**src/rtl/rv_pkg.sv**
```systemverilog
// shared widths and encodings; memories are 64 words each, only the listed RV32I subset decodes
package rv_pkg;

  localparam int xlen       = 32;  // data and address width
  localparam int reg_addr_w = 5;   // 32 architectural registers

  localparam int imem_depth = 64;  // instruction words
  localparam int dmem_depth = 64;  // data words, byte addresses 0..255

  typedef logic [xlen-1:0]       word_t;
  typedef logic [reg_addr_w-1:0] reg_addr_t;

  // major opcodes, bits [6:0] of the instruction
  typedef enum logic [6:0] {
    op_reg    = 7'b0110011,  // add sub and or slt
    op_imm    = 7'b0010011,  // addi
    op_load   = 7'b0000011,  // lw
    op_store  = 7'b0100011,  // sw
    op_branch = 7'b1100011,  // beq bne
    op_system = 7'b1110011   // ecall
  } opcode_e;

  typedef enum logic [2:0] {
    alu_add = 3'd0,
    alu_sub = 3'd1,
    alu_and = 3'd2,
    alu_or  = 3'd3,
    alu_slt = 3'd4   // signed less-than, result 0 or 1
  } alu_op_e;

  // ecall halts when x17 == 10, otherwise no-op
  localparam reg_addr_t halt_reg  = 5'd17;
  localparam word_t     halt_code = 32'd10;

  // addi x0,x0,0 doubles as bubble in IF/ID
  localparam word_t nop_word = 32'h0000_0013;

endpackage

```
**src/rtl/fetch_unit.sv**
```systemverilog
// prog_addr is a word index, not a byte address; program load only lands while reset is high
`timescale 1ns/1ns

module fetch_unit (
  input  logic          clk,
  input  logic          reset,
  input  logic          prog_we,
  input  rv_pkg::word_t prog_addr,
  input  rv_pkg::word_t prog_data,
  input  logic          stall,
  input  logic          redirect,
  input  rv_pkg::word_t redirect_pc,
  output rv_pkg::word_t if_inst,
  output rv_pkg::word_t if_pc
);

  rv_pkg::word_t pc;
  rv_pkg::word_t fetch_word;
  rv_pkg::word_t imem [rv_pkg::imem_depth];

  // load port, program is written only during reset
  always_ff @(posedge clk) begin
    if (reset && prog_we) begin
      imem[prog_addr[$clog2(rv_pkg::imem_depth)-1:0]] <= prog_data;
    end
  end

  assign fetch_word = imem[pc[$clog2(rv_pkg::imem_depth)+1:2]];  // async read, wraps

  // pc, redirect beats stall
  always_ff @(posedge clk) begin
    if (reset) begin
      pc <= '0;
    end else if (redirect) begin
      pc <= redirect_pc;  // taken branch target
    end else if (!stall) begin
      pc <= pc + 32'd4;
    end
  end

  // IF/ID register
  always_ff @(posedge clk) begin
    if (reset || redirect) begin
      if_inst <= rv_pkg::nop_word;  // flush the wrong-path word
      if_pc   <= '0;
    end else if (!stall) begin
      if_inst <= fetch_word;
      if_pc   <= pc;
    end
  end

  // targets come from execute, so alignment is a pipeline-wide property
  pc_aligned_a: assert property (@(posedge clk) disable iff (reset)
    pc[1:0] == 2'b00);

endmodule

```
**config.mk**
```make
export PLATFORM = sky130hd
export DESIGN_NAME = fetch_unit
export DESIGN_NICKNAME = d
export VERILOG_FILES = /design/src/rtl/rv_pkg.sv /design/src/rtl/fetch_unit.sv
export SDC_FILE = /design/constraint.sdc
export NUM_CORES = 2
export LEC_CHECK = 0
export ABC_CLOCK_PERIOD_IN_PS = 5200
export BUFFER_PORTS_ARGS = -buffer_cell sky130_fd_sc_hd__buf_2
export CORE_MARGIN = 5
export CORE_UTILIZATION = 40
export DETAILED_ROUTE_END_ITERATION = 12
export PLACE_DENSITY = 0.66
export SLEW_MARGIN = 15
export SYNTH_ARGS = -nofsm -noshare
export SYNTH_HDL_FRONTEND = slang
export SYNTH_SLANG_ARGS = --single-unit
```
**constraint.sdc**
```tcl
create_clock -name clk -period 5.2 [get_ports clk]
set_input_delay 1.04 -clock clk [delete_from_list [all_inputs] [get_ports clk]]
set_output_delay 1.04 -clock clk [all_outputs]
set_load 0.005 [all_outputs]
```
==> flow_summary.toml <==
[run_status]
outcome = "finished clean"

[routing]
drt_wl_total_um = 207200
wl_per_cell_um = 29.36
route.detailed.drc = 0
dr.pass1.iters = 6
first_iter_violations = 4706
vias_per_cell = 5.796
num_vias = 40900
ant_nets = 0

[yosys]
synth_simple_gate_area_share_pct = 2.341
synth_top_family_by_area = "multiplexers"
async_flop_share_pct = 0
yosysWarnings = 0
synth_mux_area_share_pct = 15.97
syn_area_mm2 = 0.08216
synthTopCellsByArea = "edfxtp_1 75%, mux4_2 13%, mux2i_1 2.7%"
synth_xor_area_share_pct = 0.2239
ys.flop_type = "edfxtp_1"
synthCells = 3883
yosysTopAreaCellShare_pct = 74.85
synthAdderAreaFrac_pct = 0.01523
synth_compound_area_share_pct = 2.968
synth_nets = 3985
ys_seq_area_share_pct = 77.19
synth_common_cells = "2048 x edfxtp_1, 466 x mux4_2, 220 x mux2i_1"
avgSynthCellArea_um2 = 21.16
yosysMostFrequentCell = "edfxtp_1"
yosys_register_bits = 2144
synthDominantAreaCellType = "edfxtp_1"
ys_types = 60
synth_edf_count = 2048

[power]
seqPwrFrac_pct = 53.2
switching_share_pct = 21.40
internal_power_mw = 28.24
p_sw_mw = 7.689
pwr-share-comb_pct = 5.4
vdd_drop_max_v = 0.0002738
power.density_mw_per_mm2 = 381.5
total_power_mw = 35.93
p_clk_share_pct = 41.4
p_leak_nw = 28.93

[timing]
hold_viol = 0
worst_pin_slew_ns = 1.167
rsz0062_at_grt = "false"
skew_ns = 0.05288
period_minus_slack_ns = 3.597
slew_violations = 0
setup_tns_ns = 0
fmax_mhz = 278.0
fin_crit_sh_pct = 69.18
setup_viol = 0
relSlewSlack_pct = 22.17

[global_route]
grt_pass1_vias = 41130
grt_overflow = 0
grt_usage_pct = 19.05
antenna_found_initial = 14
grt_pass1_wl_um = 299000
grt_max_degree = 72

[worst_hold_path]
hp-class = "input pin to register"

[cts]
clock_path_buffers = 3
insertion_delay_ns = 0.84
cts_tree = "yes"
cts_hold_buf = 0
cts_num_sinks = 2144
clk_pin_slew_ns = 0.06
cts.root.buffer_cell = "clkbuf_16"
cts-resized-gates = 0
cts_max_level = 4
post_cts_buffers = 0
cts_buffers = 208

[worst_setup_path]
critPathRequiredTime_ns = 5.88
critPathLaunchType = "register"
path_class = "register to register"
slowest_delay_ns = 1.04
crit_arrival_ns = 4.28
cp_max_fo = 62
critPathCaptureType = "register"
slowest_stage = "dfxtp_4"
worstPathCellList = "buf_12, mux4_2, mux2i_1, o22ai_1, a2111oi_0, a21oi_1"

[cells_and_area]
layout-drive-gt1-share_pct = 27.45
multi_input_area_mm2 = 0.01821
nFillCells = 16760
final_nets = 4286
seqCellArea_mm2 = 0.06344
fin_cells = 7057
syn_to_final_growth_pct = 14.62

[floorplan]
die_h_um = 463.2
start_util_pct = 40.16
core-area_mm2 = 0.2046
die_x_um = 463.2
dieArea_mm2 = 0.2146
io_pins = 165
rows = 166

[job]
drv_cap = 0

[placement]
dp_hpwl_um = 119500
portBuffers = 138
gp_congestion = 0.7902
dp.cells = 6662
[registers in the layout, indices dropped and copies added (netlist names)]
signal and count:
imem 2048, if_inst 32, if_pc 32, pc 32
[placed cells by master (no fill, tap or decap), types with 9 or more instances in the layout]
cell type	Yosys	final
nand2b_1	13	13
clkinv_1	0	52
and3_1	11	10
buf_12	0	25
clkinv_2	0	38
clkbuf_16	0	213
bufinv_16	0	18
o22ai_1	31	31
a221oi_1	26	26
edfxtp_1	2048	2048
a211oi_1	24	24
o211ai_1	17	17
o21ai_0	63	63
mux2i_1	220	220
buf_4	17	162
dfxtp_1	96	90
o31ai_1	9	9
or3_1	10	10
a2111oi_0	11	10
xnor2_1	20	20
nor2_1	158	93
buf_2	102	127
mux4_2	466	466
nand2_1	103	103
nand3_1	37	37
nand4_1	11	11
clkbuf_1	80	46
mux2_2	38	38
a22oi_1	74	74
nor2_4	0	65
a21oi_1	51	51
a22o_1	12	12
nor2b_1	19	18
[critical path: cells and delay by family (launching register included)]
family                 cells  cell delay, ns
buffers and inverters      1            0.52
AO/OA/AOI/OAI              3            0.99
multiplexers               2            0.81
flip-flops                 1            1.04
[path summary, 6_finish.rpt]
kind	startpoint	to	slack, ns	cells past startpoint
hold / removal	redirect_pc[3]	pc[3]	0.46	3
setup / recovery	pc[2]	if_inst[6]	1.60	6
hold reg to reg	if_pc[13]	if_pc[13]	0.48	2
setup reg to reg	pc[2]	if_inst[6]	1.60	6
[metal layers]
| metal | up-vias | track usage [%] | routed length [um] |
|---|---|---|---|
| li1 | 16870 | - | - |
| met1 | 21880 | 26.19 | 82290 |
| met2 | 1828 | 30.66 | 100300 |
| met3 | 308 | 4.332 | 18730 |
| met4 | 12 | 5.530 | 5827 |
| met5 | - | 0 | 63 |
[through the flow]
stage | hold slack [ns] | setup slack (ns) | util [%] | cell area, um2
after floorplan | 0.4596 | 1.531 | - | 82160
after global placement | 0.4666 | 1.489 | 42.70 | 87360
after detailed placement | 0.4638 | 1.419 | 42.70 | 87360
after CTS | 0.4057 | 1.498 | 46.01 | 94140
after global routing | 0.4540 | 1.416 | 46.03 | 94160
final | 0.4606 | 1.603 | 46.03 | 94170
[cell families after synthesis]
family                   Yosys count
flip-flops                      2144
multiplexers                     724
AND/OR/NAND/NOR                  408
AO/OA/AOI/OAI                    355
buffers and inverters            230
XOR/XNOR                          21
adder cells (fa/ha/maj)            1
[area by class of cell]
type                       instances  share of cell area, %
antenna                            5                0.01329
clock buffer                     262                  5.887
clock inverter                   128                  1.307
inverter                           7                0.02790
multi-input combinational       1509                  19.33
sequential                      2144                  67.36
tap                             2688                  3.571
timing repair buffer             314                  2.498
[power groups by stage]
stage                     Sequential, mW  Clock (mW)  Combinational, mW
after floorplan                     19.4           0               1.15
after global placement              19.5           0               1.93
after detailed placement            19.5           0               1.96
after CTS                           19.1        15.1               1.96
after global routing                19.1        15.9               2.07
final                               19.1        14.9               1.94
Note: power is estimated with default switching activity, not from simulation.
