`src/rtl/rv_pkg.sv`:
```
// shared widths and encodings; memories are 64 words each, only the listed RV32I subset decodes
package rv_pkg;

  localparam int xlen       = 32;  // data and address width
  localparam int reg_addr_w = 5;   // 32 architectural registers

  localparam int imem_depth = 64;  // instruction words
  localparam int dmem_depth = 64;  // data words, byte addresses 0..255

  typedef logic [xlen-1:0]       word_t;
  typedef logic [reg_addr_w-1:0] reg_addr_t;

  // major opcodes, bits [6:0] of the instruction
  typedef enum logic [6:0] {
    op_reg    = 7'b0110011,  // add sub and or slt
    op_imm    = 7'b0010011,  // addi
    op_load   = 7'b0000011,  // lw
    op_store  = 7'b0100011,  // sw
    op_branch = 7'b1100011,  // beq bne
    op_system = 7'b1110011   // ecall
  } opcode_e;

  typedef enum logic [2:0] {
    alu_add = 3'd0,
    alu_sub = 3'd1,
    alu_and = 3'd2,
    alu_or  = 3'd3,
    alu_slt = 3'd4   // signed less-than, result 0 or 1
  } alu_op_e;

  // ecall halts when x17 == 10, otherwise no-op
  localparam reg_addr_t halt_reg  = 5'd17;
  localparam word_t     halt_code = 32'd10;

  // addi x0,x0,0 doubles as bubble in IF/ID
  localparam word_t nop_word = 32'h0000_0013;

endpackage

```
`src/rtl/memory_writeback.sv`:
```
// data memory is word addressed by byte address bits [7:2]; sub-word access unsupported
`timescale 1ns/1ns

module memory_writeback (
  input  logic              clk,
  input  logic              reset,
  input  rv_pkg::word_t     mem_alu_out,
  input  rv_pkg::word_t     mem_store_data,
  input  rv_pkg::reg_addr_t mem_rd,
  input  logic              mem_reg_write,
  input  logic              mem_mem_read,
  input  logic              mem_mem_write,
  input  logic              mem_halt,
  output rv_pkg::reg_addr_t wb_rd,
  output logic              wb_reg_write,
  output rv_pkg::word_t     wb_data,
  output logic              is_halted
);

  rv_pkg::word_t dmem [rv_pkg::dmem_depth];
  logic [$clog2(rv_pkg::dmem_depth)-1:0] dmem_idx;
  rv_pkg::word_t load_data;
  rv_pkg::word_t wb_alu_out, wb_load_data;
  logic          wb_mem_read, wb_halt;

  assign dmem_idx  = mem_alu_out[$clog2(rv_pkg::dmem_depth)+1:2];
  assign load_data = dmem[dmem_idx];  // async read

  always_ff @(posedge clk) begin
    if (mem_mem_write) begin
      dmem[dmem_idx] <= mem_store_data;
    end
  end

  // MEM/WB control
  always_ff @(posedge clk) begin
    if (reset) begin
      wb_reg_write <= 1'b0;
      wb_mem_read  <= 1'b0;
      wb_halt      <= 1'b0;
    end else begin
      wb_reg_write <= mem_reg_write;
      wb_mem_read  <= mem_mem_read;
      wb_halt      <= mem_halt;
    end
  end

  always_ff @(posedge clk) begin
    wb_rd        <= mem_rd;
    wb_alu_out   <= mem_alu_out;
    wb_load_data <= load_data;
  end

  assign wb_data = wb_mem_read ? wb_load_data : wb_alu_out;

  // sticky halt, one cycle after ecall reaches WB
  always_ff @(posedge clk) begin
    if (reset) begin
      is_halted <= 1'b0;
    end else if (wb_halt) begin
      is_halted <= 1'b1;
    end
  end

  // address from execute must land inside the array, word aligned
  dmem_range_a: assert property (@(posedge clk) disable iff (reset)
    (mem_mem_read || mem_mem_write) |->
      mem_alu_out < rv_pkg::dmem_depth * 4 && mem_alu_out[1:0] == 2'b00);

endmodule

```
`config.mk`:
```
export PLATFORM = sky130hd
export DESIGN_NAME = memory_writeback
export DESIGN_NICKNAME = d
export VERILOG_FILES = /design/src/rtl/rv_pkg.sv /design/src/rtl/memory_writeback.sv
export SDC_FILE = /design/constraint.sdc
export NUM_CORES = 2
export LEC_CHECK = 0
export BUFFER_PORTS_ARGS = -buffer_cell sky130_fd_sc_hd__buf_4
export CAP_MARGIN = 25
export CORE_MARGIN = 1.5
export CORE_UTILIZATION = 40
export CTS_CLUSTER_SIZE = 16
export DETAILED_ROUTE_END_ITERATION = 10
export PLACE_DENSITY = 0.57
export SKIP_CTS_REPAIR_TIMING = 1
export SKIP_LAST_GASP = 1
export SLEW_MARGIN = 20
export SYNTH_ARGS = -nofsm -noshare
export SYNTH_HDL_FRONTEND = slang
export SYNTH_SLANG_ARGS = --single-unit
export TNS_END_PERCENT = 20
```
`constraint.sdc`:
```
create_clock -name clk -period 4.6 [get_ports clk]
set_input_delay 0.69 -clock clk [delete_from_list [all_inputs] [get_ports clk]]
set_output_delay 0.69 -clock clk [all_outputs]
set_load 0.05 [all_outputs]
```
==> metrics <==
Logic pwr share 5.6%; Worst path most repeated cell buf_4; final antenna-violating net count 0; power per cell area 437 mW/mm2; main combinational cell family by area after synthesis compound AO/OA/AOI/OAI gates; Critical Path Max Stage Delay between 0.9 and 1 ns; Clock transition at path regs 0.06 ns; CTS tree built; final design utilization a little under half; First DRT Iteration DRCs between 5,000 and 6,000; Worst path top cell family by delay flip-flops; largest net degree at the start of global routing 70; Hold Path End wb_halt; routed vias/inst between 6 and 7; antenna violations before repair 8; first-pass GRT wire length between 300 and 400 mm; Synth async-reset ratio 0%; switching share of power about 22%; compound-gate portion of the synthesized area 10.6%; min Tclk post-route approximately 3.4 ns; sequential fraction of design power a little over half; Avg WL per Cell around 31 um; Clock Latency Late Sink ~0.85 ns; IO buf count 113; num rows 163; Yosys cell types 55; simple-gate share of the synthesized area under 10%; CP Max Fanout 25; die area between 0.2 and 0.25 mm2; commonest non-fill, non-tap cell in the layout edfxtp_1; clock sink count 2,121; First-pass DRT Iterations 7; gr usage total between 20% and 30%; crit path DAT 2.75 ns; Net Count, Synth approximately 4,500; Synth-to-Final Area Change 15.5%; CTS Buf Count 201; grt ovf 0; switching pwr roughly 8.9 mW; die height 449 um; Max Clock Skew 0.0246 ns; Top FF cell, synth edfxtp_1; Max Cap Viol 0; hold path depth 2; Post-synth EDFFs just over 2,000; Max Fclk around 0.29 GHz; crit path launch type register; Adder-Cell Fraction of Synth Area 0%; vias in the first global route around 44,000; CORE AREA roughly 0.20 mm2; mux contribution to synthesized area a little under 6%; Avg Inst Size Synth between 15 and 20 um2; count of final hold-check violations 0; Synth Area in XOR/XNOR 0%; slack of the worst reg-to-reg path between 1.5 and 2 ns; Tightest Hold Check Type primary input to register; commonest cells after routing, fill and taps aside edfxtp_1 (2,048), a22oi_1 (357), buf_4 (312); Bufs and invs on worst path 2; Post-Route WL around 230 mm; warning count from the yosys run 0; # setup viols final 0; Final HPWL DP approximately 140 mm; leakage about 29 nW; Max Slew Vio Count 0; Slew @ Worst Pin roughly 1.1 ns; cell taking the most area after synthesis edfxtp_1; maximum vdd drop between 300 and 400 uV; DIE WIDTH roughly 450 um; period utilisation layout between 70% and 80%; CP required slightly below 4 ns; status finished clean; crit-path cells buf_4 > mux2_2 > buf_4; Vias around 45,000; sequential share of the synthesized area about four fifths; Finished Layout Cells approximately 7,500; Clock Power Share 40.8%; mapped cell area slightly below 0.08 mm2; CP max stage cell dfxtp_2; total internal power roughly 31 mW; Fin Setup TNS 0 ns; slew margin rel. between 20% and 30%; GP Congestion 0.831; RSZ-0062 raised after global routing false; layout cell share with drive strength beyond 1 roughly 19%; placed insts around 7,000; hold path start mem_halt; R2R cell count 5; H-tree levels 4; Post-Syn Instances ~4,400; Worst R2R End wb_load_data[8]; Critical Path Sink Type output port; WS Path Type register to output port; Post-route DRC 0; CTS Buffer Depth 3; Synth top area share 77.3%; # IOs between 100 and 150; Synth area leaders edfxtp_1 (77%), a22oi_1 (3.4%), a221oi_1 (3.0%), mux4_2 (2.3%), dfxtp_1 (1.8%); Nets around 4,700; Initial Util roughly 40%; FF+latch count, synth approximately 2,100; RR Startpoint dmem[7][8]; CTS root buffer clkbuf_16
[cell type report]
| cell class | instances | area (um2) |
|---|---|---|
| tap | 2640 | 3300 |
| antenna | 4 | 10.0 |
| fill | 16807 | 106000 |
| multi-input combinational | 1938 | 15500 |
| sequential | 2121 | 63000 |
| timing repair buffer | 391 | 3590 |
| clock buffer | 264 | 5440 |
| clock inverter | 108 | 1030 |
| inverter | 3 | 13.8 |
[metrics by stage]
step | worst slack, ns | total power [mW] | cell area [um2] | hold WS (ns)
global placement | 0.486 | 24.1 | 85100 | 0.417
detailed placement | 0.457 | 24.1 | 85100 | 0.431
finish | 1.16 | 40.1 | 91900 | 0.0580
global route | 0.995 | 41.2 | 91900 | 0.0362
floorplan | 0.743 | 23.0 | 79500 | 0.411
CTS | 1.02 | 40.3 | 91500 | -0.117
[power groups by stage]
stage / sequential [mW] / combinational, mW / clock (mW)
2_1_floorplan: 21.8 / 1.14 / 0
3_3_place_gp: 21.9 / 2.22 / 0
3_5_place_dp: 21.9 / 2.24 / 0
4_1_cts: 21.5 / 2.24 / 16.6
5_1_grt: 21.5 / 2.37 / 17.3
6_report: 21.5 / 2.26 / 16.4
[sequential cells by signal, indices dropped and copies added (netlist names)]
| signal | flops |
|---|---|
| dmem | 2048 |
| wb_alu_out | 32 |
| wb_load_data | 32 |
| wb_rd | 5 |
| is_halted | 1 |
| wb_halt | 1 |
| wb_mem_read | 1 |
| wb_reg_write | 1 |
[synthesized netlist by cell type, drive strengths merged, types with 13 or more instances]
cell / number
a211oi: 18
dfxtp: 73
a22o: 17
a211o: 13
nor3: 37
nor4: 26
buf: 195
nand2: 84
edfxtp: 2048
nor2: 192
o21ai: 114
clkbuf: 129
a21oi: 130
o22ai: 191
nand4: 18
mux4: 82
or4: 14
a22oi: 357
a222oi: 13
mux2i: 135
a221oi: 275
mux2: 130
[layer usage]
metal / GRT usage, % / share of wire, %
met5: 0 / 0.023
met4: 6.80 / 3.1
met3: 3.71 / 8.1
met2: 36.6 / 48
met1: 31.6 / 41
[worst max-delay path by stage]
stage	start	end	slack, ns	cells past startpoint
2_1_floorplan	mem_alu_out[3]	dmem[15][0]	0.74	9
3_3_place_gp	mem_alu_out[4]	wb_load_data[16]	0.49	7
3_5_place_dp	mem_alu_out[4]	wb_load_data[16]	0.46	7
4_1_cts	wb_mem_read	wb_data[7]	1.02	3
5_1_grt	wb_mem_read	wb_data[7]	0.99	3
6_report	wb_mem_read	wb_data[7]	1.16	3
[kinds of logic after synthesis]
kind of cell | Yosys count
flops | 2121
compound gates | 1173
simple gates | 418
mux | 347
buf+inv | 327
(Power assumes the default switching activity.)
