==> src/rtl/rv_pkg.sv <==
// shared widths and encodings; memories are 64 words each, only the listed RV32I subset decodes
package rv_pkg;

  localparam int xlen       = 32;  // data and address width
  localparam int reg_addr_w = 5;   // 32 architectural registers

  localparam int imem_depth = 64;  // instruction words
  localparam int dmem_depth = 64;  // data words, byte addresses 0..255

  typedef logic [xlen-1:0]       word_t;
  typedef logic [reg_addr_w-1:0] reg_addr_t;

  // major opcodes, bits [6:0] of the instruction
  typedef enum logic [6:0] {
    op_reg    = 7'b0110011,  // add sub and or slt
    op_imm    = 7'b0010011,  // addi
    op_load   = 7'b0000011,  // lw
    op_store  = 7'b0100011,  // sw
    op_branch = 7'b1100011,  // beq bne
    op_system = 7'b1110011   // ecall
  } opcode_e;

  typedef enum logic [2:0] {
    alu_add = 3'd0,
    alu_sub = 3'd1,
    alu_and = 3'd2,
    alu_or  = 3'd3,
    alu_slt = 3'd4   // signed less-than, result 0 or 1
  } alu_op_e;

  // ecall halts when x17 == 10, otherwise no-op
  localparam reg_addr_t halt_reg  = 5'd17;
  localparam word_t     halt_code = 32'd10;

  // addi x0,x0,0 doubles as bubble in IF/ID
  localparam word_t nop_word = 32'h0000_0013;

endpackage

==> src/rtl/execute_unit.sv <==
// forwarding assumes a load in MEM never feeds EX, decode stalls that case
`timescale 1ns/1ns

module execute_unit (
  input  logic              clk,
  input  logic              reset,
  input  logic              ex_valid,
  input  rv_pkg::alu_op_e   ex_alu_op,
  input  logic              ex_use_imm,
  input  logic              ex_is_branch,
  input  logic              ex_branch_ne,
  input  logic              ex_mem_read,
  input  logic              ex_mem_write,
  input  logic              ex_reg_write,
  input  logic              ex_halt,
  input  rv_pkg::reg_addr_t ex_rs1,
  input  rv_pkg::reg_addr_t ex_rs2,
  input  rv_pkg::reg_addr_t ex_rd,
  input  rv_pkg::word_t     ex_rs1_data,
  input  rv_pkg::word_t     ex_rs2_data,
  input  rv_pkg::word_t     ex_imm,
  input  rv_pkg::word_t     ex_pc,
  input  rv_pkg::reg_addr_t wb_rd,
  input  logic              wb_reg_write,
  input  rv_pkg::word_t     wb_data,
  output rv_pkg::reg_addr_t mem_rd,
  output logic              mem_reg_write,
  output logic              mem_mem_read,
  output logic              mem_mem_write,
  output logic              mem_halt,
  output rv_pkg::word_t     mem_alu_out,
  output rv_pkg::word_t     mem_store_data,
  output logic              redirect,
  output rv_pkg::word_t     redirect_pc
);

  rv_pkg::word_t opnd_a, opnd_b, alu_b, alu_out;
  logic          equal;

  // newest producer wins, x0 never forwarded
  function automatic rv_pkg::word_t fwd(input rv_pkg::reg_addr_t rs, input rv_pkg::word_t rf);
    if (rs != '0 && mem_reg_write && mem_rd == rs) return mem_alu_out;
    if (rs != '0 && wb_reg_write && wb_rd == rs) return wb_data;
    return rf;
  endfunction

  always_comb begin
    opnd_a = fwd(ex_rs1, ex_rs1_data);
    opnd_b = fwd(ex_rs2, ex_rs2_data);
  end

  assign alu_b = ex_use_imm ? ex_imm : opnd_b;

  always_comb begin
    case (ex_alu_op)
      rv_pkg::alu_add: alu_out = opnd_a + alu_b;
      rv_pkg::alu_sub: alu_out = opnd_a - alu_b;
      rv_pkg::alu_and: alu_out = opnd_a & alu_b;
      rv_pkg::alu_or:  alu_out = opnd_a | alu_b;
      rv_pkg::alu_slt: alu_out = {31'b0, $signed(opnd_a) < $signed(alu_b)};
      default:         alu_out = '0;
    endcase
  end

  // branch resolve, predicted not-taken so only taken redirects
  assign equal       = opnd_a == opnd_b;
  assign redirect    = ex_valid && ex_is_branch && (equal ^ ex_branch_ne);
  assign redirect_pc = ex_pc + ex_imm;

  // EX/MEM control
  always_ff @(posedge clk) begin
    if (reset || !ex_valid) begin
      mem_reg_write <= 1'b0;
      mem_mem_read  <= 1'b0;
      mem_mem_write <= 1'b0;
      mem_halt      <= 1'b0;
    end else begin
      mem_reg_write <= ex_reg_write;
      mem_mem_read  <= ex_mem_read;
      mem_mem_write <= ex_mem_write;
      mem_halt      <= ex_halt;
    end
  end

  // EX/MEM payload
  always_ff @(posedge clk) begin
    mem_rd         <= ex_rd;
    mem_alu_out    <= alu_out;  // result or load/store address
    mem_store_data <= opnd_b;   // forwarded rs2 for sw
  end

  // taken branch comes from a real branch, and its younger slot is flushed
  redirect_valid_a: assert property (@(posedge clk) disable iff (reset)
    redirect |-> (ex_valid && ex_is_branch) ##1 !ex_valid);

endmodule

==> config.mk <==
export PLATFORM = sky130hd
export DESIGN_NAME = execute_unit
export DESIGN_NICKNAME = d
export VERILOG_FILES = /design/src/rtl/rv_pkg.sv /design/src/rtl/execute_unit.sv
export SDC_FILE = /design/constraint.sdc
export NUM_CORES = 1
export LEC_CHECK = 0
export BUFFER_PORTS_ARGS = -buffer_cell sky130_fd_sc_hd__buf_4
export CAP_MARGIN = 20
export CORE_MARGIN = 3
export CORE_UTILIZATION = 35
export DETAILED_ROUTE_END_ITERATION = 12
export GPL_ROUTABILITY_DRIVEN = 0
export GPL_TIMING_DRIVEN = 0
export PLACE_DENSITY = 0.59
export SLEW_MARGIN = 20
export SYNTH_ARGS = -nofsm -noshare
export SYNTH_HDL_FRONTEND = slang
export SYNTH_SLANG_ARGS = --single-unit
==> constraint.sdc <==
create_clock -name clk -period 5.3 [get_ports clk]
set_input_delay 0 -clock clk [delete_from_list [all_inputs] [get_ports clk]]
set_output_delay 0 -clock clk [all_outputs]
set_load 0.01 [all_outputs]
==> results of run 1 <==
report_power, final:
| part | internal, mW | total (mW) | switching (mW) | leakage [nW] |
|---|---|---|---|---|
| clock network | 0.365 | 0.638 | 0.273 | 0.139 |
| registers | 0.602 | 0.652 | 0.0495 | 0.612 |
| logic | 0.649 | 1.48 | 0.831 | 5.49 |
| total | 1.62 | 2.77 | 1.15 | 6.25 |
final timing paths:
check                                     endpoint  cells after the start             from  slack, ns
worst max-delay path               mem_alu_out[29]                     19        mem_rd[3]       0.16
worst min-delay path            mem_store_data[19]                      3  ex_rs2_data[19]       0.05
worst max register to register     mem_alu_out[29]                     19        mem_rd[3]       0.16
worst min register to register  mem_store_data[15]                      2  mem_alu_out[15]       0.56
cell usage after synthesis, types with 15 or more instances:
master,number
nor2_1,151
a21oi_1,144
ha_1,127
nand2_1,111
inv_1,108
xnor2_1,85
dfxtp_1,73
o21ai_0,60
mux2i_1,44
clkbuf_1,36
mux2_2,32
a31oi_1,30
a21o_1,26
buf_2,26
nand4_1,21
a211oi_1,19
nand3_1,19
xor2_1,19
nand2b_1,17
nor3_1,15
o21a_1,15
layout by cell type, fill, tap and decap left out, drive strengths merged, types with 14 or more instances in the layout:
| cell | count |
|---|---|
| xnor2 | 85 |
| xor2 | 19 |
| inv | 111 |
| nand3 | 20 |
| nor3 | 16 |
| a21oi | 144 |
| ha | 127 |
| o21ai | 71 |
| dfxtp | 73 |
| nand4 | 21 |
| mux2 | 32 |
| a211oi | 19 |
| o21a | 15 |
| a21o | 26 |
| nand2 | 111 |
| o31ai | 14 |
| a31oi | 30 |
| clkbuf | 47 |
| mux2i | 44 |
| nor2 | 151 |
| buf | 335 |
| nand2b | 17 |
what timing repair did:
| action | 4_1_cts | 5_1_grt |
|---|---|---|
| resized for setup | 6 | 22 |
| endpoints found under the hold margin | 9 | 0 |
| endpoints found under the setup margin | 4 | 10 |
| hold buffers | 13 | 0 |
| pin swaps | 2 | 7 |
| buffers inserted | 0 | 4 |
routing by layer:
layer  vias up  routed length, microns
met1      5448                   19300
met4         0                    1590
li1       5418                       -
met5         -                       0
met2       666                   21300
met3        97                    4530
worst max-delay path, stage by stage, from the launching register on:
cell      delay, ns
dfxtp_2        0.35
xnor2_1        0.20
nand4_1        0.11
or4_1          0.40
buf_4          0.20
buf_2          0.24
nor2_1         0.13
a21oi_1        0.09
mux2_2         0.35
ha_1           0.40
a21o_1         0.21
a21oi_1        0.22
or4b_4         0.52
nand3_2        0.13
o31ai_2        0.10
a41o_1         0.30
a311o_1        0.41
a311oi_2       0.32
o21ai_1        0.11
a31oi_1        0.24
stage by stage:
stage,hold slack (ns),setup TNS [ns]
finish,0.0521,0
global route,0.0619,-0.0255
CTS,0.0465,0
detailed placement,0.106,-2.31
global placement,0.105,-2.47
floorplan,0.0277,0
sequential cells by signal, indices dropped and copies added, names as in the netlist:
name	count
mem_alu_out	32
mem_mem_write	1
mem_mem_read	1
mem_rd	5
mem_reg_write	1
mem_halt	1
mem_store_data	32
cell type report:
type                    instances  share of cell area
repair buffers                314               0.182
clock inverters                 5             0.00428
inverters                     112              0.0320
multi-input cells            1103               0.593
clock buffers                  11              0.0177
plain buffers                  70              0.0241
flip-flops and latches         73               0.111
well taps                     372              0.0354
cell families (layout without fill, tap and decap cells):
group                    count (synthesis)  count (layout)  synth area share
multiplexers                            77              77            0.0832
XOR/XNOR                               104             104            0.0921
AND/OR/NAND/NOR                        395             395             0.183
buffers and inverters                  182             512            0.0739
flip-flops                              73              73             0.148
adder cells (fa/ha/maj)                130             130             0.167
AO/OA/AOI/OAI                          397             397             0.253
==> metrics.yaml, run 1 <==
htree_levels: 3
start_util: 0.361
crit_type: "register to register"
place_inst: 2027
die_x_microns: 174
status: "completed"
crit_path_end_kind: "register"
die_height_microns: 174
drive_above_1_share: 0.242
cts.clk_slew.worst_paths_ns: 0.07
synth-main-ff-cell: "dfxtp_1"
regArea_sq_um: 1460
grt_pass1_vias: 11000
multi_input_area_sq_um: 7800
port_buffers: 297
rows: 60
ys_types: 77
num_vias: 11600
clock_latency_ns: 0.36
placed_cell_area_sq_um: 12600
cp-start-kind: "register"
io_pins: 300
synth_edf_count: 0
cts_root_buffer: "clkbuf_16"
syn_area_sq_um: 9890
skew_ns: 0.0106
grt_pass1_wl_mm: 67.7
power_density_nw_per_um2: 211
vias_per_cell: 5.65
synth_warnings: 0
period_share: 0.970
hold_class: "input port to register"
use_met1: 0.378
cts_buffer_depth: 2
antenna_cells: 0
layout_setup_ws_ns: 0.160
synth_area_leaders: "ha_1 16%, dfxtp_1 15%, xnor2_1 7.5%"
ys_seq_elements: 73
slew_headroom: 0.383
power_mw: 2.77
ys_seq_area_frac: 0.148
wire_per_inst_microns: 22.7
overflow: 0
drt-total-wl_mm: 46.7
use_met2: 0.477
maxCapViolCount: 0
syn_nets: 1682
ant_nets: 0
area_growth_pct: 32.9
yosysTopAreaCellShare: 0.161
num-fill-cells: 2802
final_util: 0.480
grt_util_all_layers: 0.291
initialDrtViolationCount: 1128
grt_max_degree: 13
cts_sinks: 73
post-place-ws_ns: -0.636
finalSetupViolations: 0
slew_violations: 0
max_freq_mhz: 195
drc_errors: 0
worstPathMaxFanout: 10
cts_buffers: 9
antenna_found_initial: 0
design_area_sq_um: 13100
grt.busiest_layer: "met2"
finalCriticalPeriod_ns: 5.14
worstPathArrival_ns: 5.40
die-area_sq_um: 30300
netlist.top_cell.by_area: "ha_1"
core_sq_um: 27400
vdd_ir_drop_max_v: 0.000148
final_hold_viol_count: 0
stdcell_count: 2060
detailed_place_hpwl_mm: 38.6
use_met3: 0.0688
num-nets-final: 2007
async_reset_ff_frac: 0
avgSynthCellArea_sq_um: 7.29
required_ns: 5.56
dr.pass1.iters: 8
power.leakage_nw: 6.25
worst_pin_slew_ns: 0.922
synthCells: 1358
tritoncts: "yes"
Power figures use the tool's default switching activity.
==> run 2, diff against run 1 <==
Settings changed: HOLD_SLACK_MARGIN set to 0.06, REMOVE_ABC_BUFFERS set to 1.
==> metrics.yaml, run 2 (synthesis results as in run 1) <==
cp-start-kind: "register"  # unchanged
antenna_found_initial: 1  # was 0
critPathTopFamily: "compound AO/OA/AOI/OAI gates"  # unchanged
worst_pin_slew_ns: 1.04  # was 0.922 ns
post-place-ws_ns: -0.346  # was -0.636 ns
cts_buffer_depth: 2  # unchanged
status: "completed"  # unchanged
cts_buffers: 9  # unchanged
area_growth_pct: 34.5  # was 32.9%
grt_pass1_vias: 10700  # was 11000
num_vias: 11000  # was 11600
antenna_cells: 0  # unchanged
clock_latency_ns: 0.36  # about the same
grt_util_all_layers: 0.253  # was 0.291
grt_max_degree: 102  # was 13
finalSetupViolations: 0  # unchanged
cts_root_buffer: "clkbuf_16"  # unchanged
period_share: 0.980  # was 0.970
initialDrtViolationCount: 1115  # was 1128
slew_headroom: 0.306  # was 0.383
drive_above_1_share: 0.241  # was 0.242
skew_ns: 0.0172  # was 0.0106 ns
ant_nets: 0  # unchanged
max_freq_mhz: 192  # was 195 MHz
whs_ns: 0.0617  # was 0.0521 ns
overflow: 0  # unchanged
io_pins: 300  # unchanged
hold_class: "input port to register"  # unchanged
design_area_sq_um: 13300  # was 13100 sq um
cp_slowest_cell: "or4_4"  # was or4b_4
crit_path_end_kind: "register"  # unchanged
vdd_ir_drop_max_v: 0.000158  # was 0.000148 V
dr.pass1.iters: 7  # was 8
core_sq_um: 27400  # unchanged
die-area_sq_um: 30300  # unchanged
num-fill-cells: 2781  # was 2802
vias_per_cell: 5.42  # was 5.65
placed_cell_area_sq_um: 12400  # was 12600 sq um
crit_type: "register to register"  # unchanged
htree_levels: 3  # unchanged
drt-total-wl_mm: 40.5  # was 46.7 mm
worstPathMaxFanout: 8  # was 10
max_stage_delay_ns: 0.68  # was 0.52 ns
wire_per_inst_microns: 20.0  # was 22.7 microns
place_inst: 1966  # was 2027
drc_errors: 0  # unchanged
final_util: 0.486  # was 0.480
stdcell_count: 2027  # was 2060
layout_setup_ws_ns: 0.104  # was 0.160 ns
slew_violations: 0  # unchanged
power.leakage_nw: 6.29  # was 6.25 nW
num-nets-final: 1975  # was 2007
port_buffers: 299  # was 297
rsz0062_at_grt: "yes"
die_height_microns: 174  # unchanged
rows: 60  # unchanged
die_x_microns: 174  # unchanged
regArea_sq_um: 1470  # was 1460 sq um
maxCapViolCount: 0  # unchanged
required_ns: 5.53  # was 5.56 ns
cts_sinks: 73  # unchanged
worstPathArrival_ns: 5.43  # was 5.40 ns
finalCriticalPeriod_ns: 5.20  # was 5.14 ns
cp_num_buf_inv: 3  # was 2
multi_input_area_sq_um: 7850  # was 7800 sq um
reg_top3: "mem_alu_out: 32 flops, mem_store_data: 32 flops, mem_rd: 5 flops"  # unchanged
power_density_nw_per_um2: 212  # was 211 nW/um^2
final_hold_viol_count: 0  # unchanged
start_util: 0.361  # unchanged
final_common_cell: "buf_4"  # unchanged
detailed_place_hpwl_mm: 31.0  # was 38.6 mm
final_cell_mix: "309 x buf_4, 150 x nor2_1, 143 x a21oi_1"  # was 303 x buf_4, 151 x nor2_1, 139 x a21oi_1
grt_pass1_wl_mm: 60.5  # was 67.7 mm
cts.clk_slew.worst_paths_ns: 0.08  # was 0.07 ns
cp_cell_sequence: "xnor2_1 > nand4_1 > or4_4 > buf_4 > nor2_1 > a21oi_4 > mux2_2 > ha_1 > inv_1 > fa_1 > nor2b_1 > o211ai_1 > a311o_1 > buf_4 > o211a_1 > nor3_1 > o31ai_1 > o31ai_1 > a21oi_1 > xnor2_1 > a211oi_1"  # was xnor2_1 > nand4_1 > or4_1 > buf_4 > buf_2 > nor2_1 > a21oi_1 > mux2_2 > ha_1 > a21o_1 > a21oi_1 > or4b_4 > nand3_2 > o31ai_2 > a41o_1 > a311o_1 > a311oi_2 > o21ai_1 > a31oi_1
tritoncts: "yes"  # unchanged
run 2: area by class of cell:
type                            count  area share
Clock buffer                        9      0.0169
Clock inverter                      6     0.00809
Inverter                          112      0.0316
Multi-Input combinational cell   1105       0.590
Sequential cell                    73       0.110
Tap cell                          372      0.0350
Timing Repair Buffer              350       0.208
run 2: worst paths after layout:
| check | from | to | slack (ns) | cells after the start |
|---|---|---|---|---|
| max reg2reg | mem_rd[2] | mem_alu_out[18] | 0.10 | 21 |
| max | mem_rd[2] | mem_alu_out[18] | 0.10 | 21 |
| min reg2reg | mem_alu_out[7] | mem_store_data[7] | 0.54 | 2 |
| min | ex_rs2_data[8] | mem_store_data[8] | 0.06 | 3 |
run 2: tightest hold or removal path, stage by stage:
cell,delay [ns]
buf_4,0.11
mux2i_1,0.11
a21oi_1,0.14
run 2: per-stage QoR:
stage | total power [mW] | TNS [ns]
after floorplan | 1.47 | -12.52
after global placement | 2.01 | -92.36
after detailed placement | 2.02 | -0.453
after CTS | 2.80 | 0
after global routing | 2.98 | -0.184
final | 2.82 | 0
run 2: layer usage:
| layer | vias up | track usage | wire [microns] |
|---|---|---|---|
| met1 | 5162 | 0.338 | 18100 |
| met2 | 393 | 0.419 | 18800 |
| met4 | 0 | 0.0928 | 1320 |
| met5 | - | 0 | 0 |
| li1 | 5377 | - | - |
| met3 | 59 | 0.0299 | 2220 |
run 2: repair_timing:
item	CTS	global route
setup endpoints to repair	3	16
hold buffers	36	0
resized for setup	7	15
pin swaps	2	4
endpoints found under the hold margin	25	0
buffers inserted	1	7
gates cloned	2	0
run 2: power by group:
group	switching (mW)	internal, mW
registers	0.0398	0.602
clock network	0.283	0.457
logic	0.782	0.652
total	1.11	1.71
==> run 3, diff against run 2 <==
Settings changed: REMOVE_ABC_BUFFERS 1 to not set.
==> metrics.yaml, run 3 (synthesis results as in run 1) <==
worstPathArrival_ns: 5.34  # was 5.43 ns
final_util: 0.485  # was 0.486
grt_pass1_wl_mm: 68.0  # was 60.5 mm
crit_path_end_kind: "register"  # unchanged
detailed_place_hpwl_mm: 38.6  # was 31.0 mm
cp-start-kind: "register"  # unchanged
layout_setup_ws_ns: 0.172  # was 0.104 ns
num-fill-cells: 2797  # was 2781
holdCritStartpoint: "ex_rs2_data[3]"  # was ex_rs2_data[8]
worstPathMaxFanout: 10  # was 8
grt_util_all_layers: 0.292  # was 0.253
reg_top3: "mem_alu_out: 32 flops, mem_store_data: 32 flops, mem_rd: 5 flops"  # unchanged
r2r_start: "mem_rd[3]"  # was mem_rd[2]
rows: 60  # unchanged
cts_buffer_depth: 2  # unchanged
period_share: 0.968  # was 0.980
intPower_mw: 1.62  # was 1.71 mW
r2r_end: "mem_alu_out[16]"  # was mem_alu_out[18]
grt_pass1_vias: 11100  # was 10700
hold-path-endpoint: "mem_store_data[3]"  # was mem_store_data[8]
vdd_ir_drop_max_v: 0.000147  # was 0.000158 V
io_pins: 300  # unchanged
ant_nets: 0  # unchanged
core_sq_um: 27400  # unchanged
post-place-ws_ns: -0.636  # was -0.346 ns
comb_power_share: 0.536  # was 0.509
slew_headroom: 0.417  # was 0.306
start_util: 0.361  # unchanged
die_x_microns: 174  # unchanged
clock_latency_ns: 0.36  # about the same
r2r_setup_slack_ns: 0.17  # was 0.10 ns
drt-total-wl_mm: 47.0  # was 40.5 mm
switching_share: 0.417  # was 0.392
required_ns: 5.51  # was 5.53 ns
holdPathStages: 3  # unchanged
maxCapViolCount: 0  # unchanged
status: "completed"  # unchanged
drc_errors: 0  # unchanged
crit_type: "register to register"  # unchanged
overflow: 0  # unchanged
cts_root_buffer: "clkbuf_16"  # unchanged
rr_worst_depth: 20  # was 21
die-area_sq_um: 30300  # unchanged
finalCriticalPeriod_ns: 5.13  # was 5.20 ns
max_freq_mhz: 195  # was 192 MHz
power_mw: 2.78  # was 2.82 mW
power.leakage_nw: 6.30  # was 6.29 nW
drive_above_1_share: 0.240  # was 0.241
hold_class: "input port to register"  # unchanged
slew_violations: 0  # unchanged
port_buffers: 297  # was 299
die_height_microns: 174  # unchanged
antenna_cells: 0  # unchanged
wire_per_inst_microns: 22.6  # was 20.0 microns
power_density_nw_per_um2: 209  # was 212 nW/um^2
htree_levels: 3  # unchanged
dr.pass1.iters: 6  # was 7
cts_sinks: 73  # unchanged
final_common_cell: "buf_4"  # unchanged
clkPwrFrac: 0.230  # was 0.263
num_vias: 11700  # was 11000
final_cell_mix: "303 x buf_4, 151 x nor2_1, 139 x a21oi_1"  # was 309 x buf_4, 150 x nor2_1, 143 x a21oi_1
net-switching-power_mw: 1.16  # was 1.11 mW
initialDrtViolationCount: 1145  # was 1115
seqPwrFrac: 0.234  # was 0.228
cts.clk_slew.worst_paths_ns: 0.06  # was 0.08 ns
finalSetupViolations: 0  # unchanged
grt_max_degree: 13  # was 102
antenna_found_initial: 0  # was 1
cts_buffers: 9  # unchanged
skew_ns: 0.0126  # was 0.0172 ns
tritoncts: "yes"  # unchanged
vias_per_cell: 5.63  # was 5.42
num-nets-final: 2021  # was 1975
worst_pin_slew_ns: 0.871  # was 1.04 ns
area_growth_pct: 34.3  # was 34.5%
final_hold_viol_count: 0  # unchanged
run 3: area by class of cell:
| type | count | area [sq um] | share of cell area |
|---|---|---|---|
| Inverter | 112 | 420 | 0.0316 |
| Clock inverter | 5 | 56.3 | 0.00424 |
| Clock buffer | 11 | 233 | 0.0175 |
| Multi-Input combinational cell | 1103 | 7800 | 0.587 |
| Timing Repair Buffer | 328 | 2530 | 0.190 |
| Sequential cell | 73 | 1460 | 0.110 |
| Buffer | 70 | 317 | 0.0238 |
| Tap cell | 372 | 465 | 0.0350 |
run 3: what timing repair did:
item	CTS	global route
hold endpoints to repair	22	0
hold buffers	27	0
gates resized for setup	6	22
endpoints found under the setup margin	4	10
pin swaps	2	7
setup buffers	0	4
run 3: critical path, cell delays in order, from the launching register on:
cell     delay [ns]
dfxtp_2        0.35
xnor2_1        0.20
nand4_1        0.11
or4_1          0.40
buf_4          0.20
buf_2          0.24
nor2_1         0.23
a21oi_4        0.07
mux2_4         0.32
ha_1           0.30
fa_1           0.49
a21oi_1        0.19
o21ai_1        0.16
nand4_1        0.23
a21oi_1        0.10
o21a_1         0.20
or2_1          0.22
a41o_1         0.24
o41ai_1        0.44
xnor2_1        0.18
a21oi_1        0.11
run 3: layer usage:
metal	wire, microns	GRT usage	vias to the layer above
li1	-	-	5453
met5	0	0	-
met2	21500	0.479	659
met4	1580	0.0935	0
met3	4470	0.0736	95
met1	19400	0.376	5463
run 3: stage by stage:
stage | hold WS [ns] | std cells | setup TNS, ns | cell area [sq um]
finish | 0.0678 | 2074 | 0 | 13300
global route | 0.0745 | 2074 | -0.0273 | 13300
CTS | 0.0600 | 2070 | 0 | 13200
detailed placement | 0.106 | 2027 | -2.31 | 12600
global placement | 0.105 | 2027 | -2.47 | 12600
floorplan | 0.0277 | 1358 | 0 | 9890
run 3: how the worst max path moves through the flow:
stage                                  to  depth (start not counted)      start  slack, ns
after global placement     mem_alu_out[0]                         21   wb_rd[4]      -0.64
after floorplan            mem_alu_out[0]                         20  mem_rd[4]       0.80
final                     mem_alu_out[16]                         20  mem_rd[3]       0.17
after CTS                  mem_alu_out[0]                         20  mem_rd[3]       0.01
after detailed placement   mem_alu_out[0]                         21   wb_rd[4]      -0.64
after global routing      mem_alu_out[16]                         20  mem_rd[3]      -0.03
run 3: power by group through the flow:
stage	Combinational, mW	Clock, mW	Sequential, mW
5_1_grt	1.60	0.665	0.655
4_1_cts	1.44	0.645	0.649
3_3_place_gp	1.41	0	0.661
2_1_floorplan	0.832	0	0.668
3_5_place_dp	1.42	0	0.661
6_report	1.49	0.639	0.652
